## src/hw/slice_cfg_pkg.sv

```systemverilog
/*
 * Register slice configuration
 * Register mode selector and default channel widths
 */
package slice_cfg_pkg;

   // Skid gives full throughput, simple adds a bubble after each beat
   typedef enum logic {
      SLICE_SKID   = 1'b0,
      SLICE_SIMPLE = 1'b1
   } slice_mode_e;

   // --------------------------------------------------
   // Default widths
   // --------------------------------------------------
   localparam int DEF_ID_W   = 10;
   localparam int DEF_ADDR_W = 20;
   localparam int DEF_DATA_W = 64;

endpackage

```

## src/hw/axi_proto_pkg.sv

```systemverilog
/*
 * AXI read channel field types
 * Burst and response opcodes as enums, attribute fields as typedefs
 */
package axi_proto_pkg;

   // Burst length minus one
   typedef logic [7:0] axi_len_t;
   // Bytes per beat, log2 encoded
   typedef logic [2:0] axi_size_t;
   // Cache, protection, QoS and region attributes
   typedef logic [3:0] axi_cache_t;
   typedef logic [2:0] axi_prot_t;
   typedef logic [3:0] axi_qos_t;
   typedef logic [3:0] axi_region_t;

   // Burst type, 2'b11 is reserved on the bus
   typedef enum logic [1:0] {
      FIXED = 2'b00,
      INCR  = 2'b01,
      WRAP  = 2'b10
   } axi_burst_e;

   // Read response codes
   typedef enum logic [1:0] {
      OKAY   = 2'b00,
      EXOKAY = 2'b01,
      SLVERR = 2'b10,
      DECERR = 2'b11
   } axi_resp_e;

endpackage
```

## src/hw/axi_r_if.sv

```systemverilog
/*
 * AXI read-data channel bundle
 * Modport up faces the source side, modport down the sink side
 */
`timescale 1ns/100ps

interface axi_r_if #(
   parameter int ID_W   = slice_cfg_pkg::DEF_ID_W,
   parameter int DATA_W = slice_cfg_pkg::DEF_DATA_W
);
   // Handshake
   logic                     valid;
   logic                     ready;
   // Payload, last travels with the beat
   logic [ID_W-1:0]          id;
   logic [DATA_W-1:0]        data;
   axi_proto_pkg::axi_resp_e resp;
   logic                     last;

   // Slice input side
   modport up (input valid, id, data, resp, last, output ready);
   // Slice output side
   modport down (output valid, id, data, resp, last, input ready);

endinterface

```

## src/hw/axi_ar_if.sv

```systemverilog
/*
 * AXI read-address channel bundle
 * Modport up faces the source side, modport down the sink side
 */
`timescale 1ns/100ps

interface axi_ar_if #(
   parameter int ID_W   = slice_cfg_pkg::DEF_ID_W,
   parameter int ADDR_W = slice_cfg_pkg::DEF_ADDR_W
);
   // Handshake
   logic                      valid;
   logic                      ready;
   // Payload
   logic [ID_W-1:0]           id;
   logic [ADDR_W-1:0]         addr;
   axi_proto_pkg::axi_len_t    len;
   axi_proto_pkg::axi_size_t   size;
   axi_proto_pkg::axi_burst_e  burst;
   logic                      lock;
   axi_proto_pkg::axi_cache_t  cache;
   axi_proto_pkg::axi_prot_t   prot;
   axi_proto_pkg::axi_qos_t    qos;
   axi_proto_pkg::axi_region_t region;

   // Slice input side
   modport up (input valid, id, addr, len, size, burst, lock, cache, prot, qos, region,
               output ready);
   // Slice output side
   modport down (output valid, id, addr, len, size, burst, lock, cache, prot, qos, region,
                 input ready);
endinterface

```

## src/hw/axi_read_register.sv

```systemverilog
/*
 * AXI read channel register slice, top level
 * Plain AXI ports bound to channel bundles, one AR and one R slice
 */
`timescale 1ns/100ps

module axi_read_register #(
   parameter int ID_W   = slice_cfg_pkg::DEF_ID_W,
   parameter int ADDR_W = slice_cfg_pkg::DEF_ADDR_W,
   parameter int DATA_W = slice_cfg_pkg::DEF_DATA_W,
   parameter slice_cfg_pkg::slice_mode_e AR_MODE = slice_cfg_pkg::SLICE_SIMPLE,
   parameter slice_cfg_pkg::slice_mode_e R_MODE  = slice_cfg_pkg::SLICE_SKID
) (
   input  logic                       clk,
   input  logic                       rst_n,
   // Slave side, read address
   input  logic                       s_arvalid,
   output logic                       s_arready,
   input  logic [ID_W-1:0]            s_arid,
   input  logic [ADDR_W-1:0]          s_araddr,
   input  axi_proto_pkg::axi_len_t    s_arlen,
   input  axi_proto_pkg::axi_size_t   s_arsize,
   input  axi_proto_pkg::axi_burst_e  s_arburst,
   input  logic                       s_arlock,
   input  axi_proto_pkg::axi_cache_t  s_arcache,
   input  axi_proto_pkg::axi_prot_t   s_arprot,
   input  axi_proto_pkg::axi_qos_t    s_arqos,
   input  axi_proto_pkg::axi_region_t s_arregion,
   // Slave side, read data
   output logic                       s_rvalid,
   input  logic                       s_rready,
   output logic [ID_W-1:0]            s_rid,
   output logic [DATA_W-1:0]          s_rdata,
   output axi_proto_pkg::axi_resp_e   s_rresp,
   output logic                       s_rlast,
   // Master side, read address
   output logic                       m_arvalid,
   input  logic                       m_arready,
   output logic [ID_W-1:0]            m_arid,
   output logic [ADDR_W-1:0]          m_araddr,
   output axi_proto_pkg::axi_len_t    m_arlen,
   output axi_proto_pkg::axi_size_t   m_arsize,
   output axi_proto_pkg::axi_burst_e  m_arburst,
   output logic                       m_arlock,
   output axi_proto_pkg::axi_cache_t  m_arcache,
   output axi_proto_pkg::axi_prot_t   m_arprot,
   output axi_proto_pkg::axi_qos_t    m_arqos,
   output axi_proto_pkg::axi_region_t m_arregion,
   // Master side, read data
   input  logic                       m_rvalid,
   output logic                       m_rready,
   input  logic [ID_W-1:0]            m_rid,
   input  logic [DATA_W-1:0]          m_rdata,
   input  axi_proto_pkg::axi_resp_e   m_rresp,
   input  logic                       m_rlast
);

   axi_ar_if #(.ID_W(ID_W), .ADDR_W(ADDR_W)) s_ar ();
   axi_ar_if #(.ID_W(ID_W), .ADDR_W(ADDR_W)) m_ar ();
   axi_r_if  #(.ID_W(ID_W), .DATA_W(DATA_W)) s_r ();
   axi_r_if  #(.ID_W(ID_W), .DATA_W(DATA_W)) m_r ();

   // --------------------------------------------------
   // Address channel, slave to master
   // --------------------------------------------------
   assign s_ar.valid  = s_arvalid;
   assign s_ar.id     = s_arid;
   assign s_ar.addr   = s_araddr;
   assign s_ar.len    = s_arlen;
   assign s_ar.size   = s_arsize;
   assign s_ar.burst  = s_arburst;
   assign s_ar.lock   = s_arlock;
   assign s_ar.cache  = s_arcache;
   assign s_ar.prot   = s_arprot;
   assign s_ar.qos    = s_arqos;
   assign s_ar.region = s_arregion;
   assign s_arready   = s_ar.ready;

   assign m_arvalid   = m_ar.valid;
   assign m_arid      = m_ar.id;
   assign m_araddr    = m_ar.addr;
   assign m_arlen     = m_ar.len;
   assign m_arsize    = m_ar.size;
   assign m_arburst   = m_ar.burst;
   assign m_arlock    = m_ar.lock;
   assign m_arcache   = m_ar.cache;
   assign m_arprot    = m_ar.prot;
   assign m_arqos     = m_ar.qos;
   assign m_arregion  = m_ar.region;
   assign m_ar.ready  = m_arready;

   axi_ar_slice #(.MODE(AR_MODE), .ID_W(ID_W), .ADDR_W(ADDR_W)) u_ar_slice (
      .clk   (clk),
      .rst_n (rst_n),
      .up    (s_ar),
      .down  (m_ar)
   );

   // --------------------------------------------------
   // Data channel, master to slave
   // --------------------------------------------------
   assign m_r.valid = m_rvalid;
   assign m_r.id    = m_rid;
   assign m_r.data  = m_rdata;
   assign m_r.resp  = m_rresp;
   assign m_r.last  = m_rlast;
   assign m_rready  = m_r.ready;

   assign s_rvalid  = s_r.valid;
   assign s_rid     = s_r.id;
   assign s_rdata   = s_r.data;
   assign s_rresp   = s_r.resp;
   assign s_rlast   = s_r.last;
   assign s_r.ready = s_rready;

   axi_r_slice #(.MODE(R_MODE), .ID_W(ID_W), .DATA_W(DATA_W)) u_r_slice (
      .clk   (clk),
      .rst_n (rst_n),
      .up    (m_r),
      .down  (s_r)
   );

endmodule

```

## src/hw/axi_r_slice.sv

```systemverilog
/*
 * Read-data channel register slice
 * Same skid and simple register modes as the address slice
 * last is carried as payload
 */
`timescale 1ns/100ps

module axi_r_slice #(
   parameter slice_cfg_pkg::slice_mode_e MODE = slice_cfg_pkg::SLICE_SKID,
   parameter int ID_W   = slice_cfg_pkg::DEF_ID_W,
   parameter int DATA_W = slice_cfg_pkg::DEF_DATA_W
) (
   input  logic  clk,
   input  logic  rst_n,
   axi_r_if.up   up,
   axi_r_if.down down
);

   typedef struct packed {
      logic [ID_W-1:0]          id;
      logic [DATA_W-1:0]        data;
      axi_proto_pkg::axi_resp_e resp;
      logic                     last;
   } r_beat_t;

   r_beat_t in_beat;
   r_beat_t out_q;
   logic    out_valid_q;
   logic    ready_q;
   logic    up_fire;
   logic    out_load;

   assign in_beat  = '{id: up.id, data: up.data, resp: up.resp, last: up.last};
   assign up_fire  = up.valid && ready_q;
   assign out_load = !out_valid_q || down.ready;

   generate
      if (MODE == slice_cfg_pkg::SLICE_SKID) begin : g_skid
         // --------------------------------------------------
         // Skid buffer
         // --------------------------------------------------
         r_beat_t skid_q;
         logic    use_skid_q;
         logic    use_skid_d;

         always_comb begin
            use_skid_d = use_skid_q;
            if (out_load) begin
               use_skid_d = 1'b0;
            end else if (up_fire) begin
               use_skid_d = 1'b1;
            end
         end

         always_ff @(posedge clk) begin
            if (!rst_n) begin
               out_valid_q <= 1'b0;
               use_skid_q  <= 1'b0;
               ready_q     <= 1'b0;
            end else begin
               use_skid_q <= use_skid_d;
               ready_q    <= !use_skid_d;
               if (out_load) begin
                  out_valid_q <= use_skid_q || up_fire;
               end
            end
         end

         // Held beat has priority over the input on the next load
         always_ff @(posedge clk) begin
            if (out_load) begin
               out_q <= use_skid_q ? skid_q : in_beat;
            end
            if (!out_load && up_fire) begin
               skid_q <= in_beat;
            end
         end
      end else begin : g_simple
         // --------------------------------------------------
         // Simple register with bubble
         // --------------------------------------------------
         always_ff @(posedge clk) begin
            if (!rst_n) begin
               ready_q     <= 1'b0;
               out_valid_q <= 1'b0;
            end else if (up_fire) begin
               ready_q     <= 1'b0;
               out_valid_q <= 1'b1;
            end else if (!ready_q && out_load) begin
               ready_q     <= 1'b1;
               out_valid_q <= 1'b0;
            end
         end

         always_ff @(posedge clk) begin
            if (up_fire) begin
               out_q <= in_beat;
            end
         end
      end
   endgenerate

   a_down_stable: assert property (@(posedge clk) disable iff (!rst_n)
      down.valid && !down.ready |=> down.valid && $stable(out_q));
   // Handshake outputs are always known once out of reset
   a_known: assert property (@(posedge clk) disable iff (!rst_n)
      !$isunknown(down.valid) && !$isunknown(up.ready));

   assign up.ready   = ready_q;
   assign down.valid = out_valid_q;
   assign down.id    = out_q.id;
   assign down.data  = out_q.data;
   assign down.resp  = out_q.resp;
   assign down.last  = out_q.last;

endmodule

```

## src/hw/axi_ar_slice.sv

```systemverilog
/*
 * Read-address channel register slice
 * Skid mode: registered ready, output register plus one holding register
 * Simple mode: single output register, bubble cycle after each beat
 */
`timescale 1ns/100ps

module axi_ar_slice #(
   parameter slice_cfg_pkg::slice_mode_e MODE = slice_cfg_pkg::SLICE_SKID,
   parameter int ID_W   = slice_cfg_pkg::DEF_ID_W,
   parameter int ADDR_W = slice_cfg_pkg::DEF_ADDR_W
) (
   input  logic   clk,
   input  logic   rst_n,
   axi_ar_if.up   up,
   axi_ar_if.down down
);

   typedef struct packed {
      logic [ID_W-1:0]            id;
      logic [ADDR_W-1:0]          addr;
      axi_proto_pkg::axi_len_t    len;
      axi_proto_pkg::axi_size_t   size;
      axi_proto_pkg::axi_burst_e  burst;
      logic                       lock;
      axi_proto_pkg::axi_cache_t  cache;
      axi_proto_pkg::axi_prot_t   prot;
      axi_proto_pkg::axi_qos_t    qos;
      axi_proto_pkg::axi_region_t region;
   } ar_beat_t;

   ar_beat_t in_beat;
   ar_beat_t out_q;
   logic     out_valid_q;
   logic     ready_q;
   logic     up_fire;
   logic     out_load;

   assign in_beat = '{id: up.id, addr: up.addr, len: up.len, size: up.size,
                      burst: up.burst, lock: up.lock, cache: up.cache, prot: up.prot,
                      qos: up.qos, region: up.region};

   assign up_fire  = up.valid && ready_q;
   // Output register can take a beat when empty or drained this cycle
   assign out_load = !out_valid_q || down.ready;

   generate
      if (MODE == slice_cfg_pkg::SLICE_SKID) begin : g_skid
         // --------------------------------------------------
         // Skid buffer
         // --------------------------------------------------
         ar_beat_t skid_q;
         logic     use_skid_q;
         logic     use_skid_d;

         // Skid fills on an accepted beat while stalled, empties on next load
         always_comb begin
            use_skid_d = use_skid_q;
            if (out_load) begin
               use_skid_d = 1'b0;
            end else if (up_fire) begin
               use_skid_d = 1'b1;
            end
         end

         always_ff @(posedge clk) begin
            if (!rst_n) begin
               out_valid_q <= 1'b0;
               use_skid_q  <= 1'b0;
               ready_q     <= 1'b0;
            end else begin
               use_skid_q <= use_skid_d;
               // Ready only while the holding register is free
               ready_q    <= !use_skid_d;
               if (out_load) begin
                  out_valid_q <= use_skid_q || up_fire;
               end
            end
         end

         always_ff @(posedge clk) begin
            if (out_load) begin
               out_q <= use_skid_q ? skid_q : in_beat;
            end
            if (!out_load && up_fire) begin
               skid_q <= in_beat;
            end
         end
      end else begin : g_simple
         // --------------------------------------------------
         // Simple register, ready and valid toggle
         // --------------------------------------------------
         always_ff @(posedge clk) begin
            if (!rst_n) begin
               ready_q     <= 1'b0;
               out_valid_q <= 1'b0;
            end else if (up_fire) begin
               ready_q     <= 1'b0;
               out_valid_q <= 1'b1;
            end else if (!ready_q && out_load) begin
               ready_q     <= 1'b1;
               out_valid_q <= 1'b0;
            end
         end

         always_ff @(posedge clk) begin
            if (up_fire) begin
               out_q <= in_beat;
            end
         end
      end
   endgenerate

   // Stalled beat held unchanged until the sink takes it
   a_down_stable: assert property (@(posedge clk) disable iff (!rst_n)
      down.valid && !down.ready |=> down.valid && $stable(out_q));
   // Source keeps a refused beat offered and unchanged until it is taken
   a_up_hold: assert property (@(posedge clk) disable iff (!rst_n)
      up.valid && !up.ready |=> up.valid && $stable(in_beat));

   assign up.ready    = ready_q;
   assign down.valid  = out_valid_q;
   assign down.id     = out_q.id;
   assign down.addr   = out_q.addr;
   assign down.len    = out_q.len;
   assign down.size   = out_q.size;
   assign down.burst  = out_q.burst;
   assign down.lock   = out_q.lock;
   assign down.cache  = out_q.cache;
   assign down.prot   = out_q.prot;
   assign down.qos    = out_q.qos;
   assign down.region = out_q.region;

endmodule

```

## config.mk

```make
export PLATFORM = sky130hd
export DESIGN_NAME = axi_read_register
export DESIGN_NICKNAME = d
export VERILOG_FILES = /design/src/hw/slice_cfg_pkg.sv /design/src/hw/axi_proto_pkg.sv /design/src/hw/axi_r_if.sv /design/src/hw/axi_ar_if.sv /design/src/hw/axi_read_register.sv /design/src/hw/axi_r_slice.sv /design/src/hw/axi_ar_slice.sv
export SDC_FILE = /design/constraint.sdc
export NUM_CORES = 1
export LEC_CHECK = 0
export BUFFER_PORTS_ARGS = -buffer_cell sky130_fd_sc_hd__buf_4
export CAP_MARGIN = 20
export CORE_ASPECT_RATIO = 1.4
export CORE_MARGIN = 1.5
export CORE_UTILIZATION = 49
export DETAILED_ROUTE_END_ITERATION = 12
export PLACE_DENSITY = 0.8
export RECOVER_POWER = 25
export SETUP_SLACK_MARGIN = 0.2
export SLEW_MARGIN = 20
export SYNTH_ARGS = -nofsm -noshare
export SYNTH_HDL_FRONTEND = slang
export SYNTH_SLANG_ARGS = --single-unit
```

## constraint.sdc

```tcl
create_clock -name clk -period 6.77 [get_ports clk]
set_clock_uncertainty 0.05 [all_clocks]
set_input_delay 0.3385 -clock clk [delete_from_list [all_inputs] [get_ports clk]]
set_output_delay 0.3385 -clock clk [all_outputs]
set_load 0.005 [all_outputs]
```

* After elaboration in Yosys (flattened, before gate mapping) *
Cells that the tools add are included.

storage, ports and cells
  flip-flop bits (word level) = 218
  bits of input ports = 142

cells by class
  mux-type cells = 5
  bitwise gates (word level) = 1
  reduce and logical (&&, ||, !) cells = 14

operators by type and width
  cell               count
  $mux 77            1
  $logic_not 1->1    5
  $logic_and 1x1->1  4
  $mux 1             4
  $logic_or 1x1->1   3
  $reduce_bool 2->1  1
  $reduce_or 2->1    1
  $not 1->1          1

* Logic depth before layout (Yosys ltp) *
  word-level depth = 5
  gate-level depth with buffers = 5
  depth with buffers taken out = 3

* By module *
Synthesis repeated with hierarchy kept, for this count alone.

second synthesis, totals
  cell total of the unflattened synthesis = 317
  area, all modules = 7,594.8 sq um

by module, submodules not included
  module        times used  cells an instance  area an instance (sq um)  sequential area each (sq um)
  axi_r_slice   1           250                5,746.8                   4,684.5
  axi_ar_slice  1           67                 1,848.0                   1,811.7

* Worst setup path after synthesis *
Ideal clock, no wire load.

  path kind = input port to flip-flop
  from = input port s_rready
  to = register u_r_slice.g_skid.skid_q[0] in the netlist's numbering (enable)
  library setup time = 0.513 ns
  arrival time = 5.656 ns
  path slack = 0.550 ns
  stages = 2
  cell sequence = nand2b_1 nor2_1

on the way
  longest elaborated chain between the ends = 3

RTL lines
  item                    line                     text
  start: declaration      axi_read_register.sv:31  input logic s_rready,
  $logic_or 1x1->1        axi_r_slice.sv:35        assign out_load = !out_valid_q || down.ready;
  $logic_not 1->1         axi_r_slice.sv:74        if (!out_load && up_fire) begin
  $logic_and 1x1->1       axi_r_slice.sv:74
  end signal: assignment  axi_r_slice.sv:75        skid_q <= in_beat;
  end: declaration        axi_r_slice.sv:42        r_beat_t skid_q;

Every way passes these cells.
A chain may end at the register's enable or synchronous reset.

* Final worst setup path *
  from = register u_r_slice.out_valid_q (netlist: u_r_slice.down.valid)
  to = register u_r_slice.g_skid.skid_q[28] in the netlist's numbering (enable)

on the way
  longest elaborated chain between the ends = 4

RTL lines
  item                      line               text
  start: declaration        axi_r_slice.sv:28  logic out_valid_q;
  start signal: assignment  axi_r_slice.sv:64  out_valid_q <= use_skid_q || up_fire;
  $logic_not 1->1           axi_r_slice.sv:35
  $logic_or 1x1->1          axi_r_slice.sv:35
  net u_r_slice.out_load    axi_r_slice.sv:31  logic out_load;
  $logic_not 1->1           axi_r_slice.sv:74
  $logic_and 1x1->1         axi_r_slice.sv:74

The timed path passes the listed nets, and every way through them passes these cells.

==> flow_summary_export.csv <==
group,metric,value,unit
power,pwr-share-seq,52.3,%
synth,avgSynthCellArea,23.8,µm²
timing,hold_violations,0,
timing,grt_setup_unrepaired,"false",
power,power_frac_comb,8.9,%
placement,gp_congestion,0.764,
final_layout,design_area,0.0118,mm²
grt,grt_max_degree,82,
placement,hpwl,12000,µm
worst_setup_path,arrival,2940,ps
worst_setup_path,crit_required,6890,ps
min_path,hold_start,"s_arlen[6]",
clock_network,clock_latency,480,ps
floorplan,core_area,0.0151,mm²
run_status,status,"finished with violations",
floorplan,dieArea,0.0163,mm²
worst_setup_path,start_kind,"flip-flop",
timing,fmax,355,MHz
clock_network,cts_resized,0,
worst_setup_path,cp-end-kind,"flip-flop",
placement,place_area,0.00991,mm²
timing,period_needed,2820,ps
min_path,holdPathStages,1,
floorplan,die_h,150,µm
min_path,hold_path_end,"u_ar_slice.down.len[6]",
synth,synth_area_leaders,"edfxtp_1, mux2_2, mux2_4",
final_layout,final_nets,894,
synth,synth_top_cell_by_area,"edfxtp_1",
floorplan,die_x,108,µm
routing,via_per_inst,4.95,
synth,seq_area_frac_synth,85.5,%
power,p_sw,0.605,mW
timing,finalSetupViolCount,0,
timing,relSlewSlack,-22.7,%
worst_setup_path,crit_type,"reg2reg",
grt,antenna_found_initial,2,
final_layout,drive_above_1_share,46.9,%
grt,grt_pass1_vias,5192,
clock_network,cts_tree,"built",
timing,tns,0,ps
clock_network,cts_made_buffers,21,
worst_setup_path,r2r_slack,3950,ps
synth,syn_nets,461,
routing,wl_per_cell,21.1,µm
synth,syn_area,0.00759,mm²
clock_network,post_cts_buffers,0,
timing,finalCritPeriodShare,41.7,%
clock_network,cts_max_level,1,
min_path,hold_path_class,"in2reg",
synth,syn_inst,319,
grt,overflow,0,
routing,drtAntennaViolNets,0,
placement,portBuffers,281,
synth,synth_seq_cells,218,
worst_setup_path,r2r_cells,4,
flow_run,maxCapViolCount,1,
routing,first_pass_iters,4,
routing,vias,4754,
worst_setup_path,crit_fanout,39,
power,power.density,253,mW/mm²
clock_network,clock-root-buffer,"clkbuf_16",
final_layout,areaGrowthSynthToFinish,55.9,%
worst_setup_path,r2r-end,"u_r_slice.g_skid.skid_q[28]",
run_status,violations,"capacitance limit, slew limit",
routing,route.detailed.drc,0,
power,p_sw_share,20.2,%
floorplan,start_util,50.2,%
routing,finalWirelength,20300,µm
grt,grt_util_all_layers,24.5,%
clock_network,clkTransAtPathRegs,60,ps
final_layout,final.fill_count,834,
power,p_int,2.39,mW
power,peakVddDrop,211,µV
floorplan,row_count,53,
clock_network,clock_sink_count,218,
synth,yosysWarnings,0,
synth,synthDistinctLibCells,17,
power,power.share.clock,38.8,%
clock_network,holdBufCountCts,131,
grt,grt_pass1_wl,29100,µm
timing,slew_viol_final,29,
synth,synthDominantCellAreaShare,84.2,%
routing,drtIter0Drc,255,
worst_setup_path,reg2reg_from,"u_r_slice.down.valid",
floorplan,io_pins,282,
clock_network,cts_max_path_buffers,3,
timing,worst-slew-pin-transition,1840,ps
power,cellLeakagePower,4.57,nW
-- layout by cell type, fill, tap and decap left out, drive strengths merged --
| master | synthesis | final |
|---|---|---|
| inv | 2 | 2 |
| nand2 | 3 | 3 |
| nor2 | 2 | 2 |
| clkinvlp | 0 | 3 |
| diode | 0 | 2 |
| dlygate4sd3 | 0 | 132 |
| clkinv | 0 | 5 |
| clkbuf | 0 | 164 |
| o21ai | 1 | 1 |
| a21oi | 2 | 2 |
| buf | 9 | 150 |
| nor3b | 1 | 1 |
| bufinv | 0 | 2 |
| mux2 | 77 | 77 |
| nand2b | 1 | 1 |
| a21boi | 2 | 2 |
| edfxtp | 213 | 213 |
| o21a | 1 | 1 |
| dfxtp | 5 | 5 |
-- synthesized netlist by cell type (all sizes together) --
library cell and number:
a21boi 2, a21oi 2, buf 9, dfxtp 5, edfxtp 213, inv 2, mux2 77, nand2 3
nand2b 1, nor2 2, nor3b 1, o21a 1, o21ai 1
-- state kept, by name (all words and copies together) (netlist names), 2 cells and up --
register	flops
u_ar_slice.down.addr	20
u_r_slice.g_skid.skid_q	77
u_ar_slice.down.burst	2
u_r_slice.down.id	10
u_r_slice.down.resp	2
u_r_slice.down.data	64
u_ar_slice.down.cache	4
u_ar_slice.down.len	8
u_ar_slice.down.qos	4
u_ar_slice.down.region	4
u_ar_slice.down.id	10
u_ar_slice.down.size	3
u_ar_slice.down.prot	3
-- power groups by stage --
stage / Clock [mW] / Combinational [mW] / Sequential [mW]
CTS: 1.17 / 0.272 / 1.56
finish: 1.16 / 0.265 / 1.56
detailed placement: 0 / 0.207 / 1.59
floorplan: 0 / 0.0417 / 1.59
global route: 1.23 / 0.283 / 1.57
global placement: 0 / 0.200 / 1.59
-- cell type report --
class,instances,area [µm²],share of cell area [%]
flip-flops and latches,218,6500,54.9
multi-input cells,90,1030,8.68
well taps,192,240,2.03
repair buffers,419,3370,28.5
clock buffers,27,568,4.80
clock inverters,10,116,0.983
inverters,2,7.51,0.0634
diodes,2,5.00,0.0423
-- metal layers --
layer,GRT usage [%],vias up,wire length (µm)
met3,7.01,58,1750
met2,42.9,268,10400
met4,11.4,0,958
li1,-,2148,-
met1,27.4,2280,7160
met5,0,-,0
-- worst max path at each step --
stage | slack, ps | endpoint | cells past startpoint | from
2_1_floorplan | 550 | u_r_slice.g_skid.skid_q[0] | 2 | s_rready
3_3_place_gp | 3680 | u_r_slice.g_skid.skid_q[26] | 5 | s_rready
3_5_place_dp | 3610 | u_r_slice.g_skid.skid_q[25] | 5 | s_rready
4_1_cts | 3740 | u_r_slice.g_skid.skid_q[29] | 4 | u_r_slice.down.valid
5_1_grt | 3720 | u_r_slice.g_skid.skid_q[21] | 4 | u_r_slice.down.valid
6_report | 3950 | u_r_slice.g_skid.skid_q[28] | 4 | u_r_slice.down.valid
-- stage by stage --
stage               hold slack (ps)  total power, mW  cells  util, %  worst slack (ps)
floorplan                       387             1.64    319        -               550
global placement                383             1.79    786     65.5              3680
detailed placement              400             1.80    786     65.5              3610
CTS                           0.552             3.00    954     78.7              3740
global route                   67.1             3.08    960     78.3              3720
finish                         65.4             2.99    960     78.3              3950
-- cells by family after synthesis --
group           count (synthesis)  share of synthesized area [%]
flops                         218                           85.5
mux                            77                           12.4
buf+inv                        11                           1.14
simple gates                    7                          0.428
compound gates                  6                          0.544
-- critical path: stages, from the launching register on --
cell and delay, ps:
dfxtp_1 330, nand2b_4 70, clkbuf_1 1320, nor2_4 290
buf_4 420
No activity file was read; power rests on OpenSTA's default activity.
